### config.mk
export PLATFORM = sky130hd
export DESIGN_NAME = huff_in_fifo
export DESIGN_NICKNAME = d
export VERILOG_FILES = /design/src/huff_word_pkg.sv /design/src/huff_in_fifo.sv
export VERILOG_INCLUDE_DIRS = /design/src
export SDC_FILE = /design/constraint.sdc
export NUM_CORES = 1
export LEC_CHECK = 0
export BUFFER_PORTS_ARGS = -buffer_cell sky130_fd_sc_hd__buf_2
export CELL_PAD_IN_SITES_DETAIL_PLACEMENT = 0
export CELL_PAD_IN_SITES_GLOBAL_PLACEMENT = 2
export CORE_MARGIN = 1
export CORE_UTILIZATION = 40
export DETAILED_ROUTE_END_ITERATION = 12
export PLACE_DENSITY_LB_ADDON = 0.1
export SLEW_MARGIN = 20
export SYNTH_ARGS = -nofsm -noshare
export SYNTH_HDL_FRONTEND = slang
export SYNTH_SLANG_ARGS = --single-unit
export TNS_END_PERCENT = 100
### constraint.sdc
create_clock -name xclk2x -period 5.55 [get_ports xclk2x]
set_input_delay 0.8325 -clock xclk2x [delete_from_list [all_inputs] [get_ports xclk2x]]
set_output_delay 0.8325 -clock xclk2x [all_outputs]
set_load 0.005 [all_outputs]
### src/huff_defines.svh
// **************************************************************************
// shared sizes and fixed code table addresses for the huffman encoder
// input FIFO depth, code table depth, ZRL and EOB addresses and the DC
// marker nibble inside the AC table
// **************************************************************************
`ifndef HUFF_DEFINES_SVH
`define HUFF_DEFINES_SVH

// words held by the input FIFO, producer must stay below this
`define HUFF_FIFO_DEPTH 64

// code table entries, lower half luma, upper half chroma
`define HUFF_TAB_DEPTH 512

`define HUFF_ADDR_ZRL 8'hF0      // sixteen zeros code, low address byte
`define HUFF_ADDR_EOB 8'h00      // end of block code, low address byte
`define HUFF_DC_LOW_NIBBLE 4'hF  // DC sizes live in unused AC slots x_F

`endif

### src/huff_word_pkg.sv
// **************************************************************************
// input word format of the huffman encoder
// raw word, coefficient, zero run and ZRL count field types
// **************************************************************************
package huff_word_pkg;

  // [15]    1 coefficient, 0 run or EOB
  // [14]    DC when coefficient, else AC
  // [13]    chroma table select (DC only)
  // [12]    last block (DC), last word of block (AC), EOB (non coefficient)
  // [11:0]  signed coefficient
  // [5:4]   ZRL count on run words
  // [3:0]   zero run on run words
  typedef logic [15:0] in_word_t;

  typedef logic signed [11:0] coef_t;  // word bits 11..0

  typedef logic [3:0] run_t;           // zeros before the next AC

  typedef logic [1:0] zrl_cnt_t;       // F0 codes to send first

endpackage

### src/huff_in_fifo.sv
// **************************************************************************
// input FIFO of the huffman encoder
// circular buffer written by strobe, head word shown until popped
// **************************************************************************
`timescale 1ns/10ps
`include "huff_defines.svh"

module huff_in_fifo (
  input  logic                  xclk2x,
  input  logic                  rst_n_i,
  input  logic                  ds_i,         // write strobe
  input  huff_word_pkg::in_word_t di_i,
  input  logic                  pop_i,        // head leaves at this edge
  output huff_word_pkg::in_word_t head_o,
  output logic                  not_empty_o
);

  localparam int PW = $clog2(`HUFF_FIFO_DEPTH);

  huff_word_pkg::in_word_t mem [`HUFF_FIFO_DEPTH];
  logic [PW-1:0] wr_ptr;
  logic [PW-1:0] rd_ptr;
  logic [PW:0]   count;  // one extra bit so full is representable

  always_ff @(posedge xclk2x) begin
    if (ds_i) mem[wr_ptr] <= di_i;  // storage is never cleared
  end

  always_ff @(posedge xclk2x) begin
    if (!rst_n_i) begin
      wr_ptr <= '0;
      rd_ptr <= '0;
      count  <= '0;
    end else begin
      if (ds_i) wr_ptr <= wr_ptr + 1'b1;  // wraps at depth
      if (pop_i) rd_ptr <= rd_ptr + 1'b1;
      case ({ds_i, pop_i})
        2'b10:   count <= count + 1'b1;
        2'b01:   count <= count - 1'b1;
        default: count <= count;        // both or none
      endcase
    end
  end

  assign head_o      = mem[rd_ptr];     // valid one cycle after first write
  assign not_empty_o = (count != '0);

endmodule

* Word-level counts from Yosys, hierarchy flattened *
Memories as Yosys holds them, arrays and structs flattened. A register that Yosys moved wholly into a read port is not among the register bits.
Index checks and enable logic that the tools add are counted.

storage, ports and cells
  bits in registers = 19
  memory bits (writable) = 1024
  input bits = 20
  output and inout port bits = 17
  logic and storage cells = 17
  memories kept = 1

operators by class
  add/subtract/negate cells = 4
  equal/unequal tests = 2
  muxes and demuxes = 5
  reduce and logical (&&, ||, !) cells = 2

memory list
  name  depth  bits a word  read ports  clocked after memory_dff  wr ports  RTL line            source
  mem   64     16           1           1                         1         huff_in_fifo.sv:20  huff_word_pkg::in_word_t mem [`HUFF_FIFO_DEPTH];

operators by type and width
  cell                                               count
  one-hot mux 7 bit (2 select lines)                 1
  adder 6 x 1 -> 6 bit (second input constant)       2
  2-to-1 mux 6 bit                                   2
  adder 7 x 1 -> 7 bit (second input constant)       1
  nonzero test 7 bit                                 1
  subtractor 7 x 1 -> 7 bit (second input constant)  1
  == test 2 x 1 -> 1 bit (second input constant)     1
  == test 2 bit (second input constant)              1
  2-to-1 mux 1 bit                                   2
  nonzero test 2 bit                                 1

* Longest topological paths before layout *
  depth in word-level cells = 3
  mapped depth = 11
  depth with buffers taken out = 9

* Worst setup path before layout *
Ideal clock, no wire load.

  kind = input port to flip-flop
  start = input port ds_i
  end = memory mem[40][0] in the netlist's numbering (enable)
  setup time = 0.409 ns
  data arrival time = 2.739 ns
  required time = 5.141 ns
  path slack = 2.402 ns
  stages = 5
  buffers on the path = 1
  cell sequence = clkbuf_1 inv_1 nor2_1 nand2_1 nor3_1

on the way
  longest elaborated chain between the ends = 2

RTL lines
  element                                 RTL line            source
  from (decl)                             huff_in_fifo.sv:11  input logic ds_i,
  2-to-1 mux 1 bit                        huff_in_fifo.sv:26  if (ds_i) mem[wr_ptr] <= di_i;
  2-to-1 mux 1 bit (not written as such)  huff_in_fifo.sv:26
  to (decl)                               huff_in_fifo.sv:20

No other way between the ends.

==> impl_results.md <==
- Via count: 19,345
- Measured slew at the worst slew-check pin: 1.03 ns
- # clock sinks: 1,049
- Min Tclk post-route: 4.82 ns
- FF-to-FF Start: wr_ptr[2]
- Area grow syn2layout: 14.3%
- # DRC: 0
- Clk root buf: clkbuf_16
- Crit share post-route: 86.8%
- Vias in the first global route: 19,932
- Fraction of layout cells with a size suffix above 1: 28.3%
- Clock Pin Slew Worst Setup and Hold Paths: 0.06 ns
- Final setup TNS: 0 ns
- Peak Freq: 208 MHz
- CP Depth: 5
- EDFF count, synth: 1,024
- Die width: 320 um
- DRT Wirelength: 105,000 um
- Dominant synthesized flop cell: edfxtp_1
- Area of the core: 0.100 mm^2
- Async S/R FF share, synth: 0%
- Pre-antenna DRT Iters: 5
- CP cell instances: buf_12, nor2b_1, a211oi_1, a311oi_1, buf_2
- Slew Limit Fails: 0
- Starting Density: 40.4%
- Row count: 116
- RSZ-0062 raised after global routing: false
- Most frequent cells in the layout: edfxtp_1, mux4_2, clkbuf_16
- GR Overflow Total: 0
- Max-cap violation count: 0
- Post-route ant nets: 0
- Post-cts sizing count: 0
- Fill count: 8,433
- GRT Total Usage: 20.9%
- Post-Syn Area per Cell: 21.5 um^2
- Mapped cell area: 0.0404 mm^2
- Worst VDD drop: 246 uV
- Wire per inst: 30.7 um
- Worst Setup End Kind: output pin
- Switching portion of total power: 21.6%
- H-tree depth: 3
- Hold slack: 0.449 ns
- Clock Skews: 0.0301 ns
- Via density: 5.64
- Library cells used by synthesis: 49
- Post-CTS Setup Bufs: 0
- TritonCTS clock tree: yes
- Critical path peak fanout: 48
- Post-Synthesis Cells: 1,883
- Final hold viol count: 0
- Sequential share of the synthesized area: 77.3%
- Crit path buf inv count: 2
- Final setup violation count: 0
- Reg-to-reg critical path endpoint: mem[23][13]
- Synthesized flop and latch total: 1,049
- Port Buf Inserts: 36
- PwrDens: 369 mW/mm^2
- Synth Warn #: 0
- Initial antenna violation count: 6
- Worst Path Arrival: 3.99 ns
- Gpl congestion: 0.760
- Storage element area: 0.0313 mm^2
- Syn nets: 1,908
- Status: finished, final reports clean
- Largest net degree at the start of global routing: 65
- R2R cell count: 3
- Min-delay worst type: primary input to flip-flop
- Hold_buf cts: 0
- Most common cell after layout, fill and taps aside: edfxtp_1
- Comb pwr share: 5.7%
- Num CTS Buffers: 113
- NetSw: 0.00369 W
- Slowest-stage cell, CP: dfxtp_4
- Worst R2R Setup Slack: 3.27 ns
- Pleak: 14.1 nW
- Critical Path RT: 4.72 ns
- Drt first-iter violations: 1,999
- Rel. slew slack: 31.5%
- IO Count: 37
- DIE HEIGHT: 320 um
- Clock share of power: 42.9%
- Startpoint Class: flip-flop
- CP Class: flip-flop to output pin
- Internal Pwr Total: 0.0134 W
- Worst-skew pair later-pin latency: 0.70 ns
- Die area: 0.102 mm^2
- Clk buf depth: 3
- Critical Path End: head_o[14]
- Max stage delay on crit path: 1.03 ns
- Seq pwr share: 51.4%
- Area of the multi-input gates: 0.00862 mm^2
- First-pass GRT wire length: 150,000 um
- Cell family with most CP delay: flip-flops
- Final net count: 2,060
- Post-detail-place hpwl: 59,900 um
worst register-to-register path: stages (launching register included):
cell and delay [ns]:
dfxtp_1 0.62, nand4_1 0.64, nor2_1 0.27, buf_4 0.37
metal layers:
layer / vias to the layer above / track usage [%] / share of wire, %
li1: 8204 / - / -
met1: 10554 / 30.7 / 46
met2: 477 / 32.5 / 47
met3: 108 / 3.66 / 5.3
met4: 2 / 5.04 / 1.7
met5: - / 0 / 0.012
metrics by stage:
| step | worst slack [ns] | instance area [um^2] | std cells | power [W] | util (%) |
|---|---|---|---|---|---|
| after floorplan | 2.40 | 40400 | 1883 | 0.00951 | - |
| after global placement | 1.43 | 42600 | 3218 | 0.00993 | 42.6 |
| after detailed placement | 1.43 | 42600 | 3218 | 0.00994 | 42.6 |
| after CTS | 0.653 | 46200 | 3429 | 0.0173 | 46.2 |
| after global routing | 0.489 | 46200 | 3429 | 0.0176 | 46.2 |
| final | 0.731 | 46200 | 3430 | 0.0171 | 46.2 |
cells by family (layout without fill, tap and decap cells):
logic type,count (synthesis),in the layout,synth area share [%]
simple gates,234,234,2.70
buf+inv,109,357,1.50
flops,1049,1049,77.3
compound gates,167,167,2.60
fa+ha+maj,5,5,0.155
other cells,0,1,0
xor+xnor,12,12,0.260
mux,307,307,15.5
worst min-delay path by stage:
stage | from | to | slack [ns] | depth (start not counted)
detailed placement | count[6] | count[6] | 0.48 | 2
finish | rst_n_i | wr_ptr[5] | 0.45 | 2
CTS | rst_n_i | wr_ptr[5] | 0.39 | 2
global route | rst_n_i | wr_ptr[5] | 0.43 | 2
floorplan | count[6] | count[6] | 0.45 | 2
global placement | count[6] | count[6] | 0.47 | 2
synth_stat cells, types with 20 or more instances:
cell	n	area, um^2
o21ai_0	32	160
nor3_1	20	100
mux4_2	253	5700
o22ai_1	51	319
mux2i_1	32	320
a21oi_1	27	135
buf_2	30	150
mux2_2	22	248
nand2_1	42	158
clkbuf_1	34	128
nor2_1	98	368
a22oi_1	29	218
edfxtp_1	1024	30700
dfxtp_1	25	500
cell type report:
| class | count | area share, % |
|---|---|---|
| diodes | 1 | 0.00541 |
| multi-input cells | 725 | 18.6 |
| clock buffers | 141 | 6.50 |
| repair buffers | 143 | 2.38 |
| well taps | 1298 | 3.51 |
| clock inverters | 70 | 1.32 |
| flip-flops and latches | 1049 | 67.6 |
| inverters | 3 | 0.0244 |
state kept, by name, summed over array words and instances, names as in the netlist, named ones only:
register and count:
mem 1024, count 7, rd_ptr 6, wr_ptr 6
power by group through the flow:
| stage | combinational, W | clock, W | sequential, W |
|---|---|---|---|
| final | 0.000976 | 0.00731 | 0.00878 |
| after global routing | 0.00105 | 0.00778 | 0.00878 |
| after CTS | 0.00100 | 0.00748 | 0.00878 |
| after detailed placement | 0.000999 | 0 | 0.00894 |
| after global placement | 0.000989 | 0 | 0.00894 |
| after floorplan | 0.000609 | 0 | 0.00890 |
Note: power is estimated with default switching activity, not from simulation.
