**src/huff_defines.svh**
```systemverilog
// **************************************************************************
// shared sizes and fixed code table addresses for the huffman encoder
// input FIFO depth, code table depth, ZRL and EOB addresses and the DC
// marker nibble inside the AC table
// **************************************************************************
`ifndef HUFF_DEFINES_SVH
`define HUFF_DEFINES_SVH

// words held by the input FIFO, producer must stay below this
`define HUFF_FIFO_DEPTH 64

// code table entries, lower half luma, upper half chroma
`define HUFF_TAB_DEPTH 512

`define HUFF_ADDR_ZRL 8'hF0      // sixteen zeros code, low address byte
`define HUFF_ADDR_EOB 8'h00      // end of block code, low address byte
`define HUFF_DC_LOW_NIBBLE 4'hF  // DC sizes live in unused AC slots x_F

`endif

```
**src/huff_code_pkg.sv**
```systemverilog
// **************************************************************************
// code side types of the huffman encoder
// code bits, token length, table address and entry, sequencer states
// **************************************************************************
package huff_code_pkg;

  typedef logic [15:0] code_bits_t;  // right aligned
  typedef logic [3:0]  code_len_t;   // 0 stands for 16 bits

  // [8] table select (1 chroma), [7:0] code index
  typedef logic [8:0]  tab_addr_t;

  // [19:16] code length, [15:0] code bits
  typedef logic [19:0] tab_entry_t;

  typedef enum logic [2:0] {
    SEQ_IDLE,    // waiting for a word
    SEQ_ZRL,     // read sixteen zeros code
    SEQ_LOOKUP,  // read DC, AC or EOB code
    SEQ_CODE,    // table token out
    SEQ_VALUE    // coefficient bits out
  } seq_state_t;

endpackage

```
**src/huff_out_stage.sv**
```systemverilog
// **************************************************************************
// output stage of the huffman encoder
// token register held under back pressure, last block tracking and
// flush request after the final token
// **************************************************************************
`timescale 1ns/10ps

module huff_out_stage (
  input  logic                      xclk2x,
  input  logic                      rst_n_i,
  input  logic                      rdy_i,           // stuffer accepts
  input  logic                      code_strobe_i,
  input  huff_code_pkg::tab_entry_t tab_data_i,
  input  logic                      val_strobe_i,
  input  huff_code_pkg::code_bits_t val_bits_i,
  input  huff_code_pkg::code_len_t  val_len_i,
  input  logic                      blk_last_i,
  input  logic                      last_blk_seen_i,
  output logic                      busy_o,
  output huff_code_pkg::code_bits_t do_o,
  output huff_code_pkg::code_len_t  dl_o,
  output logic                      dv_o,
  output logic                      flush_o,
  output logic                      last_block_o
);

  logic hold;        // token still waiting for the stuffer
  logic flush_pend;  // final token loaded, flush not yet taken
  logic load;

  assign hold   = dv_o && !rdy_i;
  assign load   = !hold && (code_strobe_i || val_strobe_i);
  assign busy_o = hold || flush_pend;  // no new block until flush is done

  always_ff @(posedge xclk2x) begin
    if (load) begin
      do_o <= code_strobe_i ? tab_data_i[15:0]  : val_bits_i;
      dl_o <= code_strobe_i ? tab_data_i[19:16] : val_len_i;
    end
  end

  always_ff @(posedge xclk2x) begin
    if (!rst_n_i) begin
      dv_o         <= 1'b0;
      flush_o      <= 1'b0;
      flush_pend   <= 1'b0;
      last_block_o <= 1'b0;
    end else begin
      if (!hold) dv_o <= code_strobe_i || val_strobe_i;
      if (flush_o) flush_o <= !rdy_i;       // kept until the stuffer takes it
      else         flush_o <= flush_pend && !dv_o;
      if (flush_o && rdy_i) begin
        flush_pend   <= 1'b0;
        last_block_o <= 1'b0;
      end else begin
        if (blk_last_i)      flush_pend   <= 1'b1;
        if (last_blk_seen_i) last_block_o <= 1'b1;
      end
    end
  end

endmodule

```
**config.mk**
```make
export PLATFORM = sky130hd
export DESIGN_NAME = huff_out_stage
export DESIGN_NICKNAME = d
export VERILOG_FILES = /design/src/huff_defines.svh /design/src/huff_code_pkg.sv /design/src/huff_out_stage.sv
export SDC_FILE = /design/constraint.sdc
export NUM_CORES = 1
export LEC_CHECK = 0
export CORE_MARGIN = 2
export CORE_UTILIZATION = 41
export CTS_CLUSTER_DIAMETER = 50
export CTS_CLUSTER_SIZE = 20
export DETAILED_ROUTE_END_ITERATION = 16
export DONT_BUFFER_PORTS = 1
export PLACE_DENSITY_LB_ADDON = 0.1
export REMOVE_ABC_BUFFERS = 1
export SLEW_MARGIN = 15
export SYNTH_ARGS = -nofsm -noshare
export SYNTH_HDL_FRONTEND = slang
export SYNTH_SLANG_ARGS = --single-unit
export TNS_END_PERCENT = 20
```
**constraint.sdc**
```tcl
create_clock -name xclk2x -period 2.95 [get_ports xclk2x]
set_input_delay 0.59 -clock xclk2x [delete_from_list [all_inputs] [get_ports xclk2x]]
set_output_delay 0.59 -clock xclk2x [all_outputs]
set_load 0.03 [all_outputs]
```
* After elaboration in Yosys (flattened, before gate mapping)
Index checks and enable logic that the tools add are counted.
** Word-level totals
- Flip-flop bits (word level) :: 24
- Word-level logic and storage cells :: 20
** Cells by class
- Multiplexer cells :: 3
- Bitwise logic cells :: 1
- Reduce and logical (&&, ||, !) cells :: 10
** Operators with widths (number)
- two-way mux 16 bit :: 1
- logical AND 1 bit :: 4
- two-way mux 4 bit :: 1
- logical NOT 1 bit :: 3
- logical OR 1 bit :: 2
- OR reduction 2 bit :: 1
- two-way mux 1 bit :: 1
- NOT 1 bit :: 1

* Depth between registers and ports, before layout
Gate-level depths: netlist of run 1.
- Depth after elaboration :: 4
- Gate-level depth with buffers :: 3

* Worst setup path before layout of run 1
No wires, ideal clock.
- Path kind :: input to register
- Start point :: input code_strobe_i
- End point :: register dl_o[0] (enable)
- Setup time :: 397 ps
- Arrival time :: 1628 ps
- Slack :: 926 ps
- Cell stages on the path :: 3
- Cells stage by stage :: buf_6 -> nor2_1 -> nor2_1
** On the way
- Longest elaborated chain between the ends :: 2
** RTL lines
- start: declaration :: RTL line huff_out_stage.sv:12 : input logic code_strobe_i,
- logical OR 1 bit :: RTL line huff_out_stage.sv:32 : assign load = !hold && (code_strobe_i || val_strobe_i);
- logical AND 1 bit :: RTL line huff_out_stage.sv:32
- via load :: RTL line huff_out_stage.sv:29 : logic load;
- end signal: assignment :: RTL line huff_out_stage.sv:38 : dl_o <= code_strobe_i ? tab_data_i[19:16] : val_len_i;
- end: declaration :: RTL line huff_out_stage.sv:21 : output huff_code_pkg::code_len_t dl_o,
The timed path passes the listed nets, and every way through them passes these cells.
A chain may end at the register's enable or synchronous reset.

* Worst setup path in the final report of run 1
- Start point :: register dv_o
- End point :: output busy_o
** On the way
- Longest elaborated chain between the ends :: 2
** RTL lines
- start: declaration :: RTL line huff_out_stage.sv:22 : output logic dv_o,
- start signal: assignment :: RTL line huff_out_stage.sv:49 : if (!hold) dv_o <= code_strobe_i || val_strobe_i;
- logical AND 1 bit :: RTL line huff_out_stage.sv:31 : assign hold = dv_o && !rdy_i;
- logical OR 1 bit :: RTL line huff_out_stage.sv:33 : assign busy_o = hold || flush_pend;
- end: declaration :: RTL line huff_out_stage.sv:19 : output logic busy_o,
No other way between the ends.

==> results of run 1 <==
-- cell usage in the layout, fill, tap and decap left out, types with 2 or more instances in the layout --
| cell type | n |
|---|---|
| clkbuf_4 | 3 |
| dfxtp_1 | 4 |
| nor2_1 | 2 |
| nor2b_1 | 2 |
| edfxtp_1 | 20 |
| o21a_1 | 3 |
| mux2_2 | 20 |
-- layer usage --
layer	global-route usage	vias up	part of all wire
met5	0	-	0
met2	0.239	40	0.54
li1	-	222	-
met1	0.128	236	0.37
met3	0.0452	0	0.087
met4	0.0513	0	0
-- worst paths after layout --
check | end | depth (start not counted)
worst max-delay path | busy_o | 2
worst min register to register | flush_pend | 1
worst min-delay path | flush_pend | 1
worst max register to register | do_o[10] | 3
-- cell type report --
class                           instances  area, µm²
Clock buffer                            4       36.3
Fill cell                             219       1200
Multi-Input combinational cell         31        298
Sequential cell                        24        681
Tap cell                               28       35.0
Timing Repair Buffer                    1       7.51
-- cells by family (layout without fill, tap and decap cells) --
kind of cell / Yosys count / in the layout / synth area share
buffers and inverters: 2 / 5 / 0.0225
AO/OA/AOI/OAI: 5 / 5 / 0.0388
AND/OR/NAND/NOR: 6 / 6 / 0.0338
flip-flops: 24 / 24 / 0.680
multiplexers: 20 / 20 / 0.225
-- power by group --
part | switching (mW) | internal, mW | leakage (nW) | total [mW]
combinational | 0.0198 | 0.0266 | 0.108 | 0.0464
sequential | 0.0688 | 0.405 | 0.232 | 0.474
clock | 0.0887 | 0.0752 | 0.0210 | 0.164
-- state kept, by name, summed over array words and instances (netlist names) --
| name | count |
|---|---|
| do_o | 16 |
| dl_o | 4 |
| dv_o | 1 |
| flush_o | 1 |
| flush_pend | 1 |
| last_block_o | 1 |
==> impl_results.md, run 1 <==
* Origin of the worst min-delay path: blk_last_i
* Post-route insts no fill at 88
* Beginning of the critical path: dv_o
* Fin Setup TNS at 0 ns
* Number of placed cells counting well taps at 84
* Final hold violations at 0
* Share of layout cells above drive strength 1 at 0.433
* Residual DRC at 0
* Seq cells post-synth at 24
* Clock Path Buffers at 2
* Req. time, crit path at 2.36 ns
* Initial antenna violation count at 0
* Via count at 498
* Place WS at 1.33 ns
* Post-synth ARST share at 0
* Critical path launch point type: register
* WL/cell at 20.2 µm
* Critical path cell sequence: nor2b_1 > or2_2
* Status: finished, final reports clean
* Post-CTS Repair Setup Buffers at 0
* CTS Buf Count at 3
* Worst Hold Class: in -> reg
* Reg2reg start: dv_o
* DP Area at 1020 µm²
* Netlist cell types at 11
* Ports at 71
* Core Footprint at 2250 µm²
* Top delay family on crit path: flip-flops
* Fmax at 509 MHz
* Leakage at 0.362 nW
* Largest stage delay, worst path at 0.55 ns
* Cts hold-fix bufs at 0
* Effective utilization at floorplan at 0.444
* WP buf/inv at 0
* Htree depth at 1
* Cell row count at 17
* Synth Warn # at 0
* Grt total ovfl at 0
* Total power at 0.684 mW
* Pwr Density at 647 nW/µm²
* Slew headroom at 0.741
* Yosys top cell area share at 0.600
* WL final at 1.78 mm
* Top_reg_cell synth: edfxtp_1
* GRT Util Overall at 0.129
* Avg Synthesized Cell Area at 17.6 µm²
* First drt pass iteration count at 3
* Final worst-path cycle share at 0.667
* Post-route cell area at 1060 µm²
* Worst-Margin Slew at 0.388 ns
* Sequential area share after synthesis at 0.680
* Detail-routed via count per cell at 5.66
* CP max stage cell: dfxtp_1
* Final GP Congestion at 0.654
* Mapped Cells at 57
* Synth top cells by count: edfxtp_1, mux2_2, dfxtp_1
* Largest net degree at the start of global routing at 23
* Worst Setup End Kind: output pin
* Setup CP Type: reg -> out
* Post-synth EDFFs at 20
* Vias in the first global route at 560
* DRT antenna net count at 0
* Setup slack after layout at 0.984 ns
* Die Y at 53.4 µm
* Final setup vio count at 0
* Root buf cell: clkbuf_4
* Hold slack at 0.391 ns
* Clk_lat worst skew at 0.30 ns
* Clock sink count at 24
* VDD IR max at 0.312 mV
* Area contributors post-synth: edfxtp_1, mux2_2, dfxtp_1, buf_6, o21a_1
* Max Fanout on Critical Path at 3
* Final net count at 108
* Number of buffers added on ports at 0
* Worst EP arrival at 1.38 ns
* First-pass GRT wire length at 2.57 mm
* Ant. Diodes at 0
* Chip width at 53.4 µm
* Final min period at 1.97 ns
* Post-layout util at 0.469
* Reg-to-reg slack, setup at 1.59 ns
* CTS tree: done
* Area leader, netlist: edfxtp_1
* Skew final at 0.00649 ns
* Post_cts resized at 0
* Mapped Area at 1000 µm²
* Max cap viols at 0
* Die footprint at 2850 µm²
* Syn-to-layout area delta at 5.62%
* Worst-path clk slew at 0.12 ns
* Fin. max-slew vios at 0
* DR iter-0 viols at 5
* RSZ-0062 raised after global routing: no
(Power assumes the default switching activity.)
==> run 2, diff against run 1 <==
==> constraint.sdc (replaced) <==
create_clock -name xclk2x -period 1.7 [get_ports xclk2x]
set_input_delay 0.34 -clock xclk2x [delete_from_list [all_inputs] [get_ports xclk2x]]
set_output_delay 0.34 -clock xclk2x [all_outputs]
set_load 0.03 [all_outputs]
==> run 2 against run 1 <==
Against the previous run:
- final area is 1.9% higher
- sequential power rose by 73%
- wire length up 1.7%
- clock power rose by 72%
- critical path depth unchanged
- clock-buffer cell count stayed put
- via count shrank 0.40%
- cell count grew 1.1%
- setup slack worse by 0.79 ns
- combinational power increased by 100%
- global-route usage is 0.72 points higher
==> impl_results.md, run 2 (synthesis results as in run 1) <==
* Status: finished, final reports clean
* Clock sink count at 24 (unchanged)
* # fillers at 225 (+2.7%)
* Final min period at 1.51 ns
* Chip width at 53.4 µm (unchanged)
* Final worst-path cycle share at 0.888
* Final setup vio count at 0 (unchanged)
* Skew final at 0.00533 ns (-0.00115 ns)
* Worst Hold Class: in -> reg
* Req. time, crit path at 1.36 ns (-1.00 ns)
* Leakage at 0.371 nW (+2.7%)
* Total power at 1.19 mW (+75%)
* Fin. max-slew vios at 0 (unchanged)
* Worst-Margin Slew at 0.390 ns (+0.00144 ns)
* Most frequent cells in the layout: mux2_2, edfxtp_1, dfxtp_1
* Worst Setup End Kind: output pin
* Critical path launch point type: register
* Ant. Diodes at 0 (unchanged)
* First drt pass iteration count at 3 (unchanged)
* WL/cell at 20.3 µm (+0.54%)
* Cts hold-fix bufs at 0 (unchanged)
* CTS Buf Count at 3 (unchanged)
* First-pass GRT wire length at 2.68 mm (+4.6%)
* Via count at 496 (-0.40%)
* Worst-path clk slew at 0.12 ns (about the same)
* Number of buffers added on ports at 0 (unchanged)
* Effective utilization at floorplan at 0.444 (unchanged)
* Vias in the first global route at 528 (-5.7%)
* Post-layout util at 0.478 (+0.00888)
* Core Footprint at 2250 µm² (unchanged)
* CTS tree: done
* Grt total ovfl at 0 (unchanged)
* Setup CP Type: reg -> out
* Die Y at 53.4 µm (unchanged)
* Fmax at 663 MHz
* Max FFs per register at 16 (unchanged)
* Max Fanout on Critical Path at 3 (unchanged)
* GRT Util Overall at 0.136 (+0.00721)
* Post-route insts no fill at 89 (+1.1%)
* Final GP Congestion at 0.658 (+0.58%)
* Biggest register: do_o
* Final hold violations at 0 (unchanged)
* Pwr Density at 1110 nW/µm² (+71%)
* Number of placed cells counting well taps at 85 (+1.2%)
* DP Area at 1040 µm² (+2.0%)
* Final net count at 109 (+0.93%)
* VDD IR max at 0.517 mV (+66%)
* Die footprint at 2850 µm² (unchanged)
* Root buf cell: clkbuf_4
* Slew headroom at 0.740 (-0.000962)
* DR iter-0 viols at 5 (unchanged)
* Clk_lat worst skew at 0.30 ns (about the same)
* Share of layout cells above drive strength 1 at 0.443 (+0.00929)
* WL final at 1.81 mm (+1.7%)
* Multi-input gate area at 298 µm² (unchanged)
* Htree depth at 1 (unchanged)
* DRT antenna net count at 0 (unchanged)
* Residual DRC at 0 (unchanged)
* Clock Path Buffers at 2 (unchanged)
* Ports at 71 (unchanged)
* Initial antenna violation count at 0 (unchanged)
* RSZ-0062 raised after global routing: no
* Post_cts resized at 0 (unchanged)
* DP HPWL at 1.45 mm
* Top Registers: do_o (16), dl_o (4)
* Post-route cell area at 1080 µm² (+1.9%)
* Largest net degree at the start of global routing at 23 (unchanged)
* FF/Latch Area at 681 µm² (unchanged)
* Max cap viols at 0 (unchanged)
* Syn-to-layout area delta at 7.62%
* Cell row count at 17 (unchanged)
* Post-CTS Repair Setup Buffers at 0 (unchanged)
* Worst EP arrival at 1.17 ns (-0.21 ns)
* Detail-routed via count per cell at 5.57 (-1.5%)
## run 2: changes by cell type in the layout (fill, tap and decap cells not counted)
cell    before  now
buf_12       0    1
## run 2: layout make-up
class,instances,share of cell area
clock buffers,4,0.0337
multi-input cells,31,0.276
well taps,28,0.0325
flip-flops and latches,24,0.632
repair buffers,2,0.0256
## run 2: worst paths after layout
check / depth (start not counted) / startpoint / endpoint / slack [ns]
min: 1 / blk_last_i / flush_pend / 0.14
max reg2reg: 3 / dv_o / do_o[12] / 0.54
max: 2 / dv_o / busy_o / 0.19
min reg2reg: 1 / flush_pend / flush_pend / 0.52
## run 2: where the power goes
group          internal, mW  total, mW  switching, mW
sequential            0.703      0.818          0.116
combinational        0.0531     0.0937         0.0405
clock                 0.130      0.282          0.152
## run 2: worst max-delay path, cell delays in order, from the launching register on
cell and delay (ns):
dfxtp_1 0.34, nor2b_1 0.16, or2_2 0.37
## run 2: metrics by stage
step	hold slack, ns	TNS (ns)	worst slack (ns)
finish	0.141	0	0.191
global route	0.126	0	0.0979
CTS	0.131	0	0.180
detailed placement	0.457	0	0.537
global placement	0.451	0	0.575
floorplan	0.447	-3.00	-0.150
## run 2: routing by layer
metal,wire (µm),global-route usage,vias to the layer above
li1,-,-,225
met1,663,0.144,231
met2,987,0.253,40
met3,160,0.0424,0
met4,0,0.0385,0
met5,0,0,-
==> run 3, diff against run 2 <==
--- a/config.mk
+++ b/config.mk
@@ -5,7 +5,6 @@
 export SDC_FILE = /design/constraint.sdc
 export NUM_CORES = 1
 export LEC_CHECK = 0
-export CORE_MARGIN = 2
 export CORE_UTILIZATION = 41
 export CTS_CLUSTER_DIAMETER = 50
 export CTS_CLUSTER_SIZE = 20
==> run 3 against run 2 <==
Against the previous run:
- register-to-register slack lost 0.03 ns
- flip-flop and latch count is the same
- global-route usage grew 0.52 points
- critical endpoint unchanged
- largest power group unchanged
- clock skew shrank 0.0044 ns
- non-clock buffer count is the same
- critical path type unchanged
==> impl_results.md, run 3 (synthesis results as in run 1) <==
* Status: finished, final reports clean
* Top Registers: do_o (16), dl_o (4)
* Worst-Margin Slew at 0.391 ns (+0.00114 ns)
* Final net count at 109 (unchanged)
* Req. time, crit path at 1.36 ns (about the same)
* Die footprint at 2640 µm² (-7.3%)
* Ant. Diodes at 0 (unchanged)
* Reg-to-reg slack, setup at 0.51 ns (-0.03 ns)
* Die Y at 51.4 µm (-3.7%)
* Max FFs per register at 16 (unchanged)
* Skew final at 0.000943 ns (-0.00439 ns)
* Most frequent cells in the layout: mux2_2, edfxtp_1, dfxtp_1
* WL/cell at 19.8 µm (-2.9%)
* Post-route insts no fill at 89 (unchanged)
* Syn-to-layout area delta at 5.37%
* WL final at 1.76 mm (-2.9%)
* Worst Hold Depth at 1 (unchanged)
* Vias in the first global route at 540 (+2.3%)
* Post_cts resized at 0 (unchanged)
* VDD IR max at 0.573 mV (+11%)
* Critical path launch point type: register
* Setup CP Type: reg -> out
* Share of layout cells above drive strength 1 at 0.426 (-0.0164)
* Reg2reg start: dv_o
* Hold endpoint: last_block_o
* Clock sink count at 24 (unchanged)
* DRT antenna net count at 0 (unchanged)
* GRT Util Overall at 0.141 (+0.00523)
* Multi-input gate area at 298 µm² (unchanged)
* Cts hold-fix bufs at 0 (unchanged)
* Leakage at 0.360 nW (-3.0%)
* Clock Path Buffers at 2 (unchanged)
* Cell row count at 17 (unchanged)
* Core Footprint at 2250 µm² (unchanged)
* R2R depth at 3 (unchanged)
* First-pass GRT wire length at 2.69 mm (+0.26%)
* FF/Latch Area at 681 µm² (unchanged)
* Htree depth at 1 (unchanged)
* Root buf cell: clkbuf_4
* Final min period at 1.49 ns (-0.0166 ns)
* Ports at 71 (unchanged)
* Initial antenna violation count at 0 (unchanged)
* Number of buffers added on ports at 0 (unchanged)
* Fmax at 670 MHz (+1.1%)
* Clk_lat worst skew at 0.30 ns (about the same)
* Worst reg2reg path endpoint: do_o[8]
* Fin. max-slew vios at 0 (unchanged)
* Final setup vio count at 0 (unchanged)
* Worst-path clk slew at 0.12 ns (about the same)
* RSZ-0062 raised after global routing: no
* Post-CTS Repair Setup Buffers at 0 (unchanged)
* Slew headroom at 0.739 (-0.000759)
* CTS Buf Count at 3 (unchanged)
* Chip width at 51.4 µm (-3.7%)
* Origin of the worst min-delay path: last_blk_seen_i
* DR iter-0 viols at 3 (-2)
* Final worst-path cycle share at 0.878 (-0.00976)
* Effective utilization at floorplan at 0.444 (unchanged)
* # fillers at 218 (-3.1%)
* Final hold violations at 0 (unchanged)
* Worst EP arrival at 1.15 ns (-0.02 ns)
* Detail-routed via count per cell at 5.70 (+2.2%)
* Max Fanout on Critical Path at 3 (unchanged)
* Grt total ovfl at 0 (unchanged)
* CTS tree: done
* Final GP Congestion at 0.710 (+8.0%)
* Max cap viols at 0 (unchanged)
* Pwr Density at 1090 nW/µm² (-1.8%)
* Number of placed cells counting well taps at 85 (unchanged)
* Biggest register: do_o
* First drt pass iteration count at 2 (-1)
* Worst Hold Class: in -> reg
* Worst Setup End Kind: output pin
* Residual DRC at 0 (unchanged)
* Largest net degree at the start of global routing at 23 (unchanged)
* Total power at 1.15 mW (-3.8%)
* Via count at 507 (+2.2%)
run 3: how the worst max path moves through the flow:
stage | start | endpoint | slack (ns) | cells past startpoint
floorplan | dv_o | dl_o[0] | -0.15 | 2
global placement | dv_o | busy_o | 0.57 | 2
detailed placement | dv_o | do_o[11] | 0.54 | 3
CTS | dv_o | busy_o | 0.20 | 2
global route | dv_o | busy_o | 0.16 | 2
finish | dv_o | busy_o | 0.21 | 2
run 3: where the power goes:
group / internal [mW] / switching (mW) / leakage (nW)
clock: 0.0912 / 0.152 / 0.0150
sequential: 0.703 / 0.115 / 0.232
combinational: 0.0483 / 0.0392 / 0.113
total: 0.842 / 0.306 / 0.360
run 3: routing by layer:
metal,wire length (µm),GRT usage
met3,128,0.0387
met2,1010,0.273
met1,617,0.139
met4,0,0.0541
met5,0,0
run 3: through the flow:
step | instance area [µm²] | hold slack (ns) | worst slack [ns] | TNS, ns | util
finish | 1050 | 0.152 | 0.207 | 0 | 0.468
floorplan | 978 | 0.447 | -0.150 | -3.00 | -
global route | 1050 | 0.126 | 0.161 | 0 | 0.468
global placement | 1030 | 0.451 | 0.574 | 0 | 0.456
CTS | 1050 | 0.144 | 0.203 | 0 | 0.468
detailed placement | 1030 | 0.464 | 0.541 | 0 | 0.456
run 3: worst max-delay path: stages, from the launching register on:
cell and delay (ns):
dfxtp_1 0.33, nor2b_1 0.15, or2_2 0.37
run 3: area by class of cell:
type,instances,share of cell area
clock buffers,4,0.0249
repair buffers,2,0.0142
flip-flops and latches,24,0.645
multi-input cells,31,0.282
well taps,28,0.0332
