$ cat src/huff_defines.svh
// **************************************************************************
// shared sizes and fixed code table addresses for the huffman encoder
// input FIFO depth, code table depth, ZRL and EOB addresses and the DC
// marker nibble inside the AC table
// **************************************************************************
`ifndef HUFF_DEFINES_SVH
`define HUFF_DEFINES_SVH

// words held by the input FIFO, producer must stay below this
`define HUFF_FIFO_DEPTH 64

// code table entries, lower half luma, upper half chroma
`define HUFF_TAB_DEPTH 512

`define HUFF_ADDR_ZRL 8'hF0      // sixteen zeros code, low address byte
`define HUFF_ADDR_EOB 8'h00      // end of block code, low address byte
`define HUFF_DC_LOW_NIBBLE 4'hF  // DC sizes live in unused AC slots x_F

`endif

$ cat src/huff_word_pkg.sv
// **************************************************************************
// input word format of the huffman encoder
// raw word, coefficient, zero run and ZRL count field types
// **************************************************************************
package huff_word_pkg;

  // [15]    1 coefficient, 0 run or EOB
  // [14]    DC when coefficient, else AC
  // [13]    chroma table select (DC only)
  // [12]    last block (DC), last word of block (AC), EOB (non coefficient)
  // [11:0]  signed coefficient
  // [5:4]   ZRL count on run words
  // [3:0]   zero run on run words
  typedef logic [15:0] in_word_t;

  typedef logic signed [11:0] coef_t;  // word bits 11..0

  typedef logic [3:0] run_t;           // zeros before the next AC

  typedef logic [1:0] zrl_cnt_t;       // F0 codes to send first

endpackage

$ cat src/huff_code_pkg.sv
// **************************************************************************
// code side types of the huffman encoder
// code bits, token length, table address and entry, sequencer states
// **************************************************************************
package huff_code_pkg;

  typedef logic [15:0] code_bits_t;  // right aligned
  typedef logic [3:0]  code_len_t;   // 0 stands for 16 bits

  // [8] table select (1 chroma), [7:0] code index
  typedef logic [8:0]  tab_addr_t;

  // [19:16] code length, [15:0] code bits
  typedef logic [19:0] tab_entry_t;

  typedef enum logic [2:0] {
    SEQ_IDLE,    // waiting for a word
    SEQ_ZRL,     // read sixteen zeros code
    SEQ_LOOKUP,  // read DC, AC or EOB code
    SEQ_CODE,    // table token out
    SEQ_VALUE    // coefficient bits out
  } seq_state_t;

endpackage

$ cat src/huff_sequencer.sv
// **************************************************************************
// word sequencer of the huffman encoder
// pops and classifies words, sends ZRL codes, sizes coefficients,
// addresses the code table and strobes code and value tokens
// **************************************************************************
`timescale 1ns/10ps
`include "huff_defines.svh"

module huff_sequencer (
  input  logic                     xclk2x,
  input  logic                     rst_n_i,
  input  huff_word_pkg::in_word_t  head_i,
  input  logic                     not_empty_i,
  input  logic                     busy_i,        // out stage holds a token
  output logic                     pop_o,
  output logic                     rd_en_o,
  output huff_code_pkg::tab_addr_t rd_addr_o,
  output logic                     code_strobe_o,
  output logic                     val_strobe_o,
  output huff_code_pkg::code_bits_t val_bits_o,
  output huff_code_pkg::code_len_t val_len_o,
  output logic                     blk_last_o,
  output logic                     last_blk_seen_o
);

  huff_code_pkg::seq_state_t state;
  huff_word_pkg::coef_t      coef;
  huff_word_pkg::run_t       run;
  huff_word_pkg::zrl_cnt_t   zrl_cnt;
  huff_code_pkg::code_len_t  size;
  logic        sel;       // chroma, latched from DC word
  logic        word_dc;
  logic        word_ac;
  logic        word_end;  // EOB or last AC of a block
  logic        last_blk;
  logic        zrl_tok;   // current table token is F0
  logic        go;
  logic        has_val;
  logic        fin;       // last token of the current word
  logic [11:0] mag;
  logic [11:0] val_raw;
  logic [11:0] mask;

  // magnitude size, -2048 lands on bit 11 and gives 12
  always_comb begin
    mag  = coef[11] ? 12'(-coef) : coef;
    size = '0;
    for (int i = 0; i < 12; i++) begin
      if (mag[i]) size = 4'(i + 1);
    end
  end

  assign val_raw = coef[11] ? 12'(coef - 12'sd1) : coef;  // ones complement for negatives
  assign mask    = 12'((13'd1 << size) - 13'd1);

  assign go      = !busy_i;
  assign has_val = (word_dc || word_ac) && (size != '0);

  assign pop_o         = go && (state == huff_code_pkg::SEQ_IDLE) && not_empty_i;
  assign rd_en_o       = go && ((state == huff_code_pkg::SEQ_ZRL) ||
                                (state == huff_code_pkg::SEQ_LOOKUP));
  assign code_strobe_o = go && (state == huff_code_pkg::SEQ_CODE);
  assign val_strobe_o  = go && (state == huff_code_pkg::SEQ_VALUE);
  assign val_bits_o    = {4'b0, val_raw & mask};
  assign val_len_o     = size;

  assign fin             = (code_strobe_o && !zrl_tok && !has_val) || val_strobe_o;
  assign blk_last_o      = fin && word_end && last_blk;
  assign last_blk_seen_o = pop_o && head_i[15] && head_i[14] && head_i[12];

  always_comb begin
    if (state == huff_code_pkg::SEQ_ZRL) rd_addr_o = {sel, `HUFF_ADDR_ZRL};
    else if (word_dc)                    rd_addr_o = {sel, size, `HUFF_DC_LOW_NIBBLE};
    else if (word_ac)                    rd_addr_o = {sel, run, size};
    else                                 rd_addr_o = {sel, `HUFF_ADDR_EOB};
  end

  always_ff @(posedge xclk2x) begin
    if (!rst_n_i) begin
      state    <= huff_code_pkg::SEQ_IDLE;
      run      <= '0;
      zrl_cnt  <= '0;
      sel      <= 1'b0;
      word_dc  <= 1'b0;
      word_ac  <= 1'b0;
      word_end <= 1'b0;
      last_blk <= 1'b0;
      zrl_tok  <= 1'b0;
    end else if (go) begin  // everything freezes while the out stage is busy
      case (state)
        huff_code_pkg::SEQ_IDLE: if (not_empty_i) begin
          word_dc  <= head_i[15] && head_i[14];
          word_ac  <= head_i[15] && !head_i[14];
          word_end <= !head_i[14] && head_i[12];
          if (head_i[15]) begin
            if (head_i[14]) begin
              sel <= head_i[13];
              if (head_i[12]) last_blk <= 1'b1;
            end
            state <= huff_code_pkg::SEQ_LOOKUP;
          end else if (!head_i[12]) begin  // run word, only stores
            run     <= head_i[3:0];
            zrl_cnt <= head_i[5:4];
            if (head_i[5:4] != 2'b00) state <= huff_code_pkg::SEQ_ZRL;
          end else begin
            state <= huff_code_pkg::SEQ_LOOKUP;  // EOB
          end
        end
        huff_code_pkg::SEQ_ZRL: begin
          zrl_cnt <= zrl_cnt - 1'b1;
          zrl_tok <= 1'b1;
          state   <= huff_code_pkg::SEQ_CODE;
        end
        huff_code_pkg::SEQ_LOOKUP: begin
          zrl_tok <= 1'b0;
          if (word_ac) run <= '0;  // run used once
          state <= huff_code_pkg::SEQ_CODE;
        end
        huff_code_pkg::SEQ_CODE: begin
          if (zrl_tok) begin
            state <= (zrl_cnt != '0) ? huff_code_pkg::SEQ_ZRL : huff_code_pkg::SEQ_IDLE;
          end else if (has_val) begin
            state <= huff_code_pkg::SEQ_VALUE;
          end else begin
            state <= huff_code_pkg::SEQ_IDLE;
          end
        end
        default: state <= huff_code_pkg::SEQ_IDLE;  // SEQ_VALUE
      endcase
      if (blk_last_o) last_blk <= 1'b0;
    end
  end

  always_ff @(posedge xclk2x) begin
    if (pop_o && head_i[15]) coef <= head_i[11:0];
  end

endmodule

$ cat config.mk
export PLATFORM = sky130hd
export DESIGN_NAME = huff_sequencer
export DESIGN_NICKNAME = d
export VERILOG_FILES = /design/src/huff_word_pkg.sv /design/src/huff_code_pkg.sv /design/src/huff_sequencer.sv
export VERILOG_INCLUDE_DIRS = /design/src
export SDC_FILE = /design/constraint.sdc
export NUM_CORES = 1
export LEC_CHECK = 0
export ABC_AREA = 1
export BUFFER_PORTS_ARGS = -buffer_cell sky130_fd_sc_hd__buf_2
export CAP_MARGIN = 30
export CELL_PAD_IN_SITES_DETAIL_PLACEMENT = 0
export CELL_PAD_IN_SITES_GLOBAL_PLACEMENT = 1
export CORE_MARGIN = 3
export CORE_UTILIZATION = 37
export CTS_CLUSTER_SIZE = 12
export DETAILED_ROUTE_END_ITERATION = 6
export PLACE_DENSITY_LB_ADDON = 0.1
export SYNTH_ARGS = -nofsm -noshare
export SYNTH_HDL_FRONTEND = slang
export SYNTH_SLANG_ARGS = --single-unit
$ cat constraint.sdc
create_clock -name xclk2x -period 3.6 [get_ports xclk2x]
set_input_delay 0.54 -clock xclk2x [delete_from_list [all_inputs] [get_ports xclk2x]]
set_output_delay 0.54 -clock xclk2x [all_outputs]
set_load 0.03 [all_outputs]
Word-level counts from Yosys, hierarchy flattened
Cells that the tools add are included.

operators by class
  $add $sub $neg = 4
  equal/unequal tests = 9
  shifts and indexed selects = 1
  muxes and demuxes = 41
  bitwise logic cells = 2
  reductions and logical operators = 43

operators with widths
  kind                     count
  $mux W4                  15
  $mux W12                 2
  $mux W8                  3
  $reduce_bool A2 Y1       10
  $mux W3                  6
  $logic_and A1 B1 Y1      16
  $and A12 B12 Y12         1
  $neg A12 Y12             1
  $reduce_and A6 Y1        2
  $shl A1 B4 Y12 const A   1
  $sub A12 B1 Y12 const B  1
  $sub A12 B2 Y12 const B  1
  $reduce_and A5 Y1        2
  $pmux W3 S3              1
  $mux W1                  8
  $ne A2 B2 Y1 const B     4
  $pmux W4 S2              1
  $eq A3 B2 Y1 const B     2
  $mux W2                  3
  $reduce_and A3 Y1        2
  $logic_not A1 Y1         4
  $ne A4 B3 Y1 const B     1
  $pmux W2 S2              1
  $reduce_bool A4 Y1       1
  9 further kinds          11

storage, ports and cells
  register bits = 27
  input port bits = 20
  output and inout bits = 35
  logic and storage cells = 110

Longest topological paths before layout
Gate-level depths: netlist of run 1.

  depth in word-level cells = 23
  gate-level depth with buffers = 23
  depth with buffers taken out = 23

Worst setup path after synthesis of run 1
OpenSTA, ideal clock, no wires.

  kind = reg2out
  from = register coef[0]
  to = output val_bits_o[1]
  data arrival time = 2.957 ns
  required time = 3.060 ns
  slack = 0.103 ns
  cell stages (with the launch flop) = 18
  path buffers = 0
  path through = edfxtp_1 inv_2 ha_1 nand3_4 nor2_4 nand3_2 nand2_1 nand2_1 nand2_2 inv_1 nand2_1 nand2_1 nand2_1 nand2_2 inv_1 nand2_1 ha_1 nor3b_1

between the ends
  cells in the longest elaborated chain, start to end = 17
  elaborated cells between the ends (all ways) = 19
  classes of those cells = 3 x add/sub; 1 x shift; 14 x mux; 1 x bitwise

RTL lines
  element                 line                   RTL
  start, declared         huff_sequencer.sv:27   huff_word_pkg::coef_t coef;
  start signal, assigned  huff_sequencer.sv:135  if (pop_o && head_i[15]) coef <= head_i[11:0];
  $neg A12 Y12            huff_sequencer.sv:46   mag = coef[11] ? 12'(-coef) : coef;
  $mux W12 (*)            huff_sequencer.sv:46
  $mux W1                 huff_sequencer.sv:49   if (mag[i]) size = 4'(i + 1);
  $mux W4 (10 in series)  huff_sequencer.sv:49
  $mux W4 (*)             huff_sequencer.sv:49
  via val_len_o[0]        huff_sequencer.sv:21   output huff_code_pkg::code_len_t val_len_o,
  $shl A1 B4 Y12 (*)      huff_sequencer.sv:54   assign mask = 12'((13'd1 << size) - 13'd1);
  $sub A12 B1 Y12 (*)     huff_sequencer.sv:54
  $and A12 B12 Y12 (*)    huff_sequencer.sv:64   assign val_bits_o = {4'b0, val_raw & mask};
  end, declared           huff_sequencer.sv:20   output huff_code_pkg::code_bits_t val_bits_o,

Mark *: on every way through the listed nets, which the timed path passes. The rest lies on a longest branch.

Worst setup path in the final report of run 1
  from = register coef[0]
  to = output val_bits_o[8]

between the ends
  cells in the longest elaborated chain, start to end = 17
  elaborated cells between the ends (all ways) = 19
  classes of those cells = 3 x add/sub; 1 x shift; 14 x mux; 1 x bitwise

RTL lines
  element                 line
  $neg A12 Y12            huff_sequencer.sv:46
  $mux W12                huff_sequencer.sv:46
  $mux W1                 huff_sequencer.sv:49
  $mux W4 (11 in series)  huff_sequencer.sv:49
  $shl A1 B4 Y12          huff_sequencer.sv:54
  $sub A12 B1 Y12         huff_sequencer.sv:54
  $and A12 B12 Y12 (*)    huff_sequencer.sv:64

Every way passes the cells marked *; elsewhere a longest branch is shown, timed or not.

==> flow_summary.yaml, run 1 <==
run_status:
  outcome: "completed"
die:
  rows: 27
  die_width_um: 82.5
  core_area_sq_mm: 0.00557
  start_util: 0.388
  die_area_sq_mm: 0.00680
  io_pins: 55
  die_h_um: 82.5
timing:
  setup_violations: 0
  fin_crit_sh: 0.930
  period_minus_slack_ns: 3.35
  final.setup.worst_slack_ns: 0.252
  hold_violations: 0
  setup_tns_ns: 0
  fmax_mhz: 299
  report.final.slew_viol_count: 0
  whs_ns: 0.440
  finClkSkew_ns: 0.00146
grt:
  grt_first_pass_wirelength_um: 9000
  antenna_found_initial: 0
  grt_max_degree: 16
  grt_pass1_vias: 2008
  grt_overflow: 0
  track_usage: 0.172
placement:
  place_ws_ns: 0.252
  dp.cells: 431
  dp_hpwl_um: 4530
  place.gp.congestion: 0.794
  place.port_buffers: 49
layout:
  finalNonFillerCells: 442
  drive_gt1_frac: 0.311
  syn_to_final_growth_pct: 21.4
  final_common_cell: "nand2_1"
  seq_area_sq_um: 661
  multiInputGateArea_sq_mm: 0.00129
  fill_cells: 621
  layout.nets: 394
  final_cell_mix: "62 x nand2_1, 45 x buf_2, 43 x inv_1"
  antenna_cells: 0
clocking:
  cts_sinks: 27
  numCtsBuffers: 3
  cts_tree: "yes"
  hold_buffers: 0
  clk_pin_slew_ns: 0.09
  cts_buffer_depth: 2
  htree_levels: 1
  clkLatencyLatePin_ns: 0.27
  root_buffer: "clkbuf_8"
setup_path:
  worst_setup_path_end_kind: "primary output"
  start_kind: "flip-flop"
  cp_data_required_time_ns: 3.06
  crit_path_start: "coef[0]$_DFFE_PP_"
  cp.arrival_ns: 2.81
  path_max_fanout: 8
  path_class: "reg2out"
  r2r_start: "coef[0]$_DFFE_PP_"
power_and_ir_drop:
  power_density_mw_per_mm2: 272
  p_sw_uw: 240
  peakVddDrop_mv: 0.193
  pwr-share-comb: 0.285
  swShare: 0.336
  leakage_uw: 0.00130
  p_int_uw: 475
  pwr-share-seq: 0.479
  p_clk_frac: 0.237
detailed_routing:
  vias: 2069
  dr.pass1.iters: 4
  first_iter_violations: 88
  final_antenna_net_count: 0
  routed_via_density: 4.68
  drc_errors: 0
  drt_wl_total_um: 5500
  routedWlPerCell_um: 12.4
logic_synthesis:
  synth_flop_cell: "dfxtp_1"
  yosysTopAreaCell: "edfxtp_1"
  synth_seq_cells: 27
  synth-edff-count: 12
  async_flop_share: 0
  ys_top_cells_by_area: "edfxtp_1 17%, dfxtp_1 14%, nand2_1 11%, inv_1 8.0%, nand3_1 5.5%"
  ys_seq_area_frac: 0.305
  syn_area_sq_mm: 0.00216
  yosys.area.top_type_share: 0.166
  netlist_instances: 312
  yosysUniqueCellTypes: 39
  syn_avg_cell_area_sq_um: 6.94
  synth_warnings: 0
min_path:
  hp-class: "in2reg"
  worst_hold_startpoint: "head_i[11]"
flow_run:
  maxCapViolCount: 0
-- flip-flops by register name, summed over array words and instances, names as in the netlist --
register  cells
coef         12
run           4
state         3
zrl_cnt       2
last_blk      1
sel           1
word_ac       1
word_dc       1
word_end      1
zrl_tok       1
-- cell type report --
cell class,instances,share of cell area
Inverter,55,0.0786
Multi-Input combinational cell,225,0.491
Clock inverter,1,0.00190
Sequential cell,27,0.251
Clock buffer,3,0.0157
Timing Repair Buffer,59,0.127
Tap cell,72,0.0343
-- final timing paths --
kind,cells past startpoint,end,slack [ns]
hold / removal,1,coef[11]$_DFFE_PP_,0.44
setup reg to reg,15,last_blk$_SDFFE_PN0P_,1.36
setup / recovery,16,val_bits_o[8],0.25
hold reg to reg,2,sel$_SDFFE_PN0P_,0.47
-- metal layers --
metal	global-route usage	vias to the layer above	wire (um)
li1	-	1107	-
met1	0.208	930	2350
met2	0.325	26	2970
met3	0.0119	6	114
met4	0.0449	0	64
met5	0	-	0
-- stage by stage --
stage / instance area, sq um / total power (uW) / util
floorplan: 2180 / 490 / -
global placement: 2470 / 542 / 0.444
detailed placement: 2470 / 544 / 0.444
CTS: 2530 / 715 / 0.454
global route: 2630 / 758 / 0.471
finish: 2630 / 716 / 0.471
-- power by group through the flow --
stage | Sequential (uW) | Combinational (uW) | Clock (uW)
floorplan | 347 | 143 | 0
global placement | 350 | 192 | 0
detailed placement | 350 | 193 | 0
CTS | 343 | 195 | 177
global route | 344 | 227 | 187
finish | 343 | 204 | 169
-- synthesized netlist by cell type, types with 5 or more instances --
| library cell | n |
|---|---|
| a21oi_1 | 15 |
| buf_4 | 6 |
| dfxtp_1 | 15 |
| edfxtp_1 | 12 |
| inv_1 | 46 |
| inv_2 | 6 |
| nand2_1 | 63 |
| nand2_2 | 14 |
| nand3_1 | 24 |
| nor2_1 | 26 |
| nor2_2 | 6 |
| nor3_1 | 5 |
| o21ai_0 | 15 |
| o21ai_1 | 5 |
| xor2_1 | 8 |
-- logic make-up (layout without fill, tap and decap cells) --
family	Yosys count	in the layout	share of synthesized area
other cells	1	5	0.00173
xor+xnor	11	11	0.0514
buf+inv	64	118	0.125
fa+ha+maj	3	3	0.0173
compound gates	49	49	0.135
flops	27	27	0.305
simple gates	157	157	0.364
-- critical path, stage by stage, from the launching register on --
cell and delay (ns):
edfxtp_1 0.43, inv_2 0.12, ha_4 0.16, nand3_4 0.11
nor2_4 0.17, nand2_2 0.07, nand2_2 0.08, xor2_2 0.09
nor2_4 0.18, nand4_2 0.17, nor2_4 0.18, nand2_1 0.11
ha_4 0.18, nand2_4 0.11, o21ai_0 0.10, nor2_1 0.08
buf_2 0.20
-- repair_timing --
| action | in CTS | in global routing |
|---|---|---|
| setup endpoints to repair | 2 | 6 |
| gates resized for setup | 3 | 15 |
| pin swaps | 0 | 3 |
| setup buffers | 0 | 7 |
(Power assumes the default switching activity.)
==> run 2: changes to the inputs <==
--- a/config.mk
+++ b/config.mk
@@ -7,14 +7,14 @@
 export NUM_CORES = 1
 export LEC_CHECK = 0
 export ABC_AREA = 1
-export BUFFER_PORTS_ARGS = -buffer_cell sky130_fd_sc_hd__buf_2
 export CAP_MARGIN = 30
 export CELL_PAD_IN_SITES_DETAIL_PLACEMENT = 0
 export CELL_PAD_IN_SITES_GLOBAL_PLACEMENT = 1
-export CORE_MARGIN = 3
-export CORE_UTILIZATION = 37
+export CORE_MARGIN = 5
+export CORE_UTILIZATION = 45
 export CTS_CLUSTER_SIZE = 12
 export DETAILED_ROUTE_END_ITERATION = 6
+export DONT_BUFFER_PORTS = 1
 export PLACE_DENSITY_LB_ADDON = 0.1
 export SYNTH_ARGS = -nofsm -noshare
 export SYNTH_HDL_FRONTEND = slang
==> run 2 against run 1 <==
Effect of this change:
- non-clock buffer count is 36 lower
- hold slack worse by 0.091 ns
- sequential cell count did not move
- sequential share of layout area rose by 1.6 points
- clock power increased by 4%
- cell count decreased by 12%
- highest routed layer unchanged
- critical endpoint is now val_bits_o[6]
- maximum frequency decreased by 1.0%
- largest power group unchanged
==> flow_summary.yaml, run 2 (same netlist as run 1, synthesis figures left out) <==
run_status:
  outcome: "completed"
clocking:
  root_buffer: "clkbuf_8"
  clkLatencyLatePin_ns: 0.28
  cts_sinks: 27
  htree_levels: 1
  numCtsBuffers: 3
  cts_tree: "yes"
  cts_buffer_depth: 2
  clk_pin_slew_ns: 0.10
timing:
  fin_crit_sh: 0.939
  period_minus_slack_ns: 3.38
  hold_violations: 0
  finClkSkew_ns: 0.00634
  whs_ns: 0.349
  slew_headroom: 0.523
  final.setup.worst_slack_ns: 0.219
  worst_pin_slew_ns: 0.712
  report.final.slew_viol_count: 0
  setup_violations: 0
  fmax_mhz: 296
detailed_routing:
  met1_length_um: 2290
  first_iter_violations: 49
  routed_via_density: 5.10
  drc_errors: 0
  met3_length_um: 179
  wl_met2_um: 3080
  final_antenna_net_count: 0
  top_layer: "met4"
  drt_wl_total_um: 5600
  routedWlPerCell_um: 14.4
  dr.pass1.iters: 4
  vias: 1979
layout:
  final_common_cell: "nand2_1"
  final_area_sq_mm: 0.00247
  syn_to_final_growth_pct: 14.1
  final_cell_mix: "60 x nand2_1, 45 x inv_1, 26 x nor2_1"
  largest_reg_flops: 12
  layout.nets: 358
  drive_gt1_frac: 0.237
  largest_registers: "coef: 12 flops, run: 4 flops, state: 3 flops"
  top_register: "coef"
  antenna_cells: 0
  fill_cells: 508
placement:
  place.port_buffers: 0
  dp_hpwl_um: 4560
  place.gp.congestion: 0.841
  dpl_cell_area_sq_mm: 0.00229
  place_ws_ns: 0.281
grt:
  grt_overflow: 0
  antenna_found_initial: 0
  grt_first_pass_wirelength_um: 9080
  grt_max_degree: 16
  track_usage: 0.185
  grt_pass1_vias: 1919
setup_path:
  start_kind: "flip-flop"
  path_class: "reg2out"
  path_max_fanout: 8
  reg2reg_slack_ns: 1.34
  worst_setup_path_end_kind: "primary output"
  cp.arrival_ns: 2.84
  cp_data_required_time_ns: 3.06
power_and_ir_drop:
  power_density_mw_per_mm2: 285
  leakage_uw: 0.00115
  peakVddDrop_mv: 0.178
die:
  start_util: 0.461
  die_width_um: 79.4
  core_area_sq_mm: 0.00469
  die_h_um: 79.4
  io_pins: 55
  die_area_sq_mm: 0.00630
  rows: 25
flow_run:
  maxCapViolCount: 0
min_path:
  hp-class: "in2reg"
## run 2: changes by cell type in the layout (fill, tap and decap cells not counted), sizes merged
cell    previous run  this run
buf               57        23
clkbuf             5         3
## run 2: final timing paths
path,start,endpoint,depth (start not counted)
worst min register to register,run[2]$_SDFFE_PN0P_,run[2]$_SDFFE_PN0P_,2
worst max register to register,coef[1]$_DFFE_PP_,last_blk$_SDFFE_PN0P_,15
worst min-delay path,head_i[7],coef[7]$_DFFE_PP_,0
worst max-delay path,coef[1]$_DFFE_PP_,val_bits_o[6],17
## run 2: cell type report
type                       count  area (sq um)  area share
clock buffer                   3          41.3      0.0167
inverter                      55           206      0.0836
multi-input combinational    225          1320       0.533
tap                           54          67.6      0.0274
timing repair buffer          23           173      0.0699
sequential                    27           661       0.267
clock inverter                 1          5.00     0.00203
## run 2: what timing repair did
action	4_1_cts	5_1_grt
cloned	0	0
hold buffers	0	0
pin swaps	0	8
setup buffers	0	8
resized for setup	3	12
setup endpoints to repair	1	6
## run 2: report_power, final
group / switching [uW] / internal (uW)
combinational: 131 / 54.5
sequential: 9.97 / 333
clock: 98.7 / 77.7
total: 239 / 465
## run 2: through the flow
step / utilization / setup TNS, ns / total power [uW] / instances
detailed placement: 0.489 / 0 / 526 / 376
finish: 0.526 / 0 / 704 / 388
CTS: 0.501 / 0 / 699 / 380
global placement: 0.489 / 0 / 525 / 376
floorplan: - / 0 / 490 / 316
global route: 0.526 / -0.00645 / 740 / 388
## run 2: routing by layer
metal | global-route usage | vias to the layer above
met2 | 0.356 | 32
met5 | 0 | -
met1 | 0.210 | 905
li1 | - | 1037
met3 | 0.0227 | 5
met4 | 0.0533 | 0
## run 2: worst max-delay path: stages, from the launching register on
cell and delay [ns]:
edfxtp_1 0.43, inv_2 0.13, ha_4 0.16, nand3_4 0.10, nor2_4 0.15, nand2_2 0.07, nand2_2 0.08, xor2_2 0.09
nor2_4 0.20, nand4_2 0.16, nor2_4 0.19, nand2_2 0.11, ha_4 0.19, nand2_4 0.10, o21ai_1 0.07, o21ai_1 0.09
nor2_1 0.07, buf_4 0.16
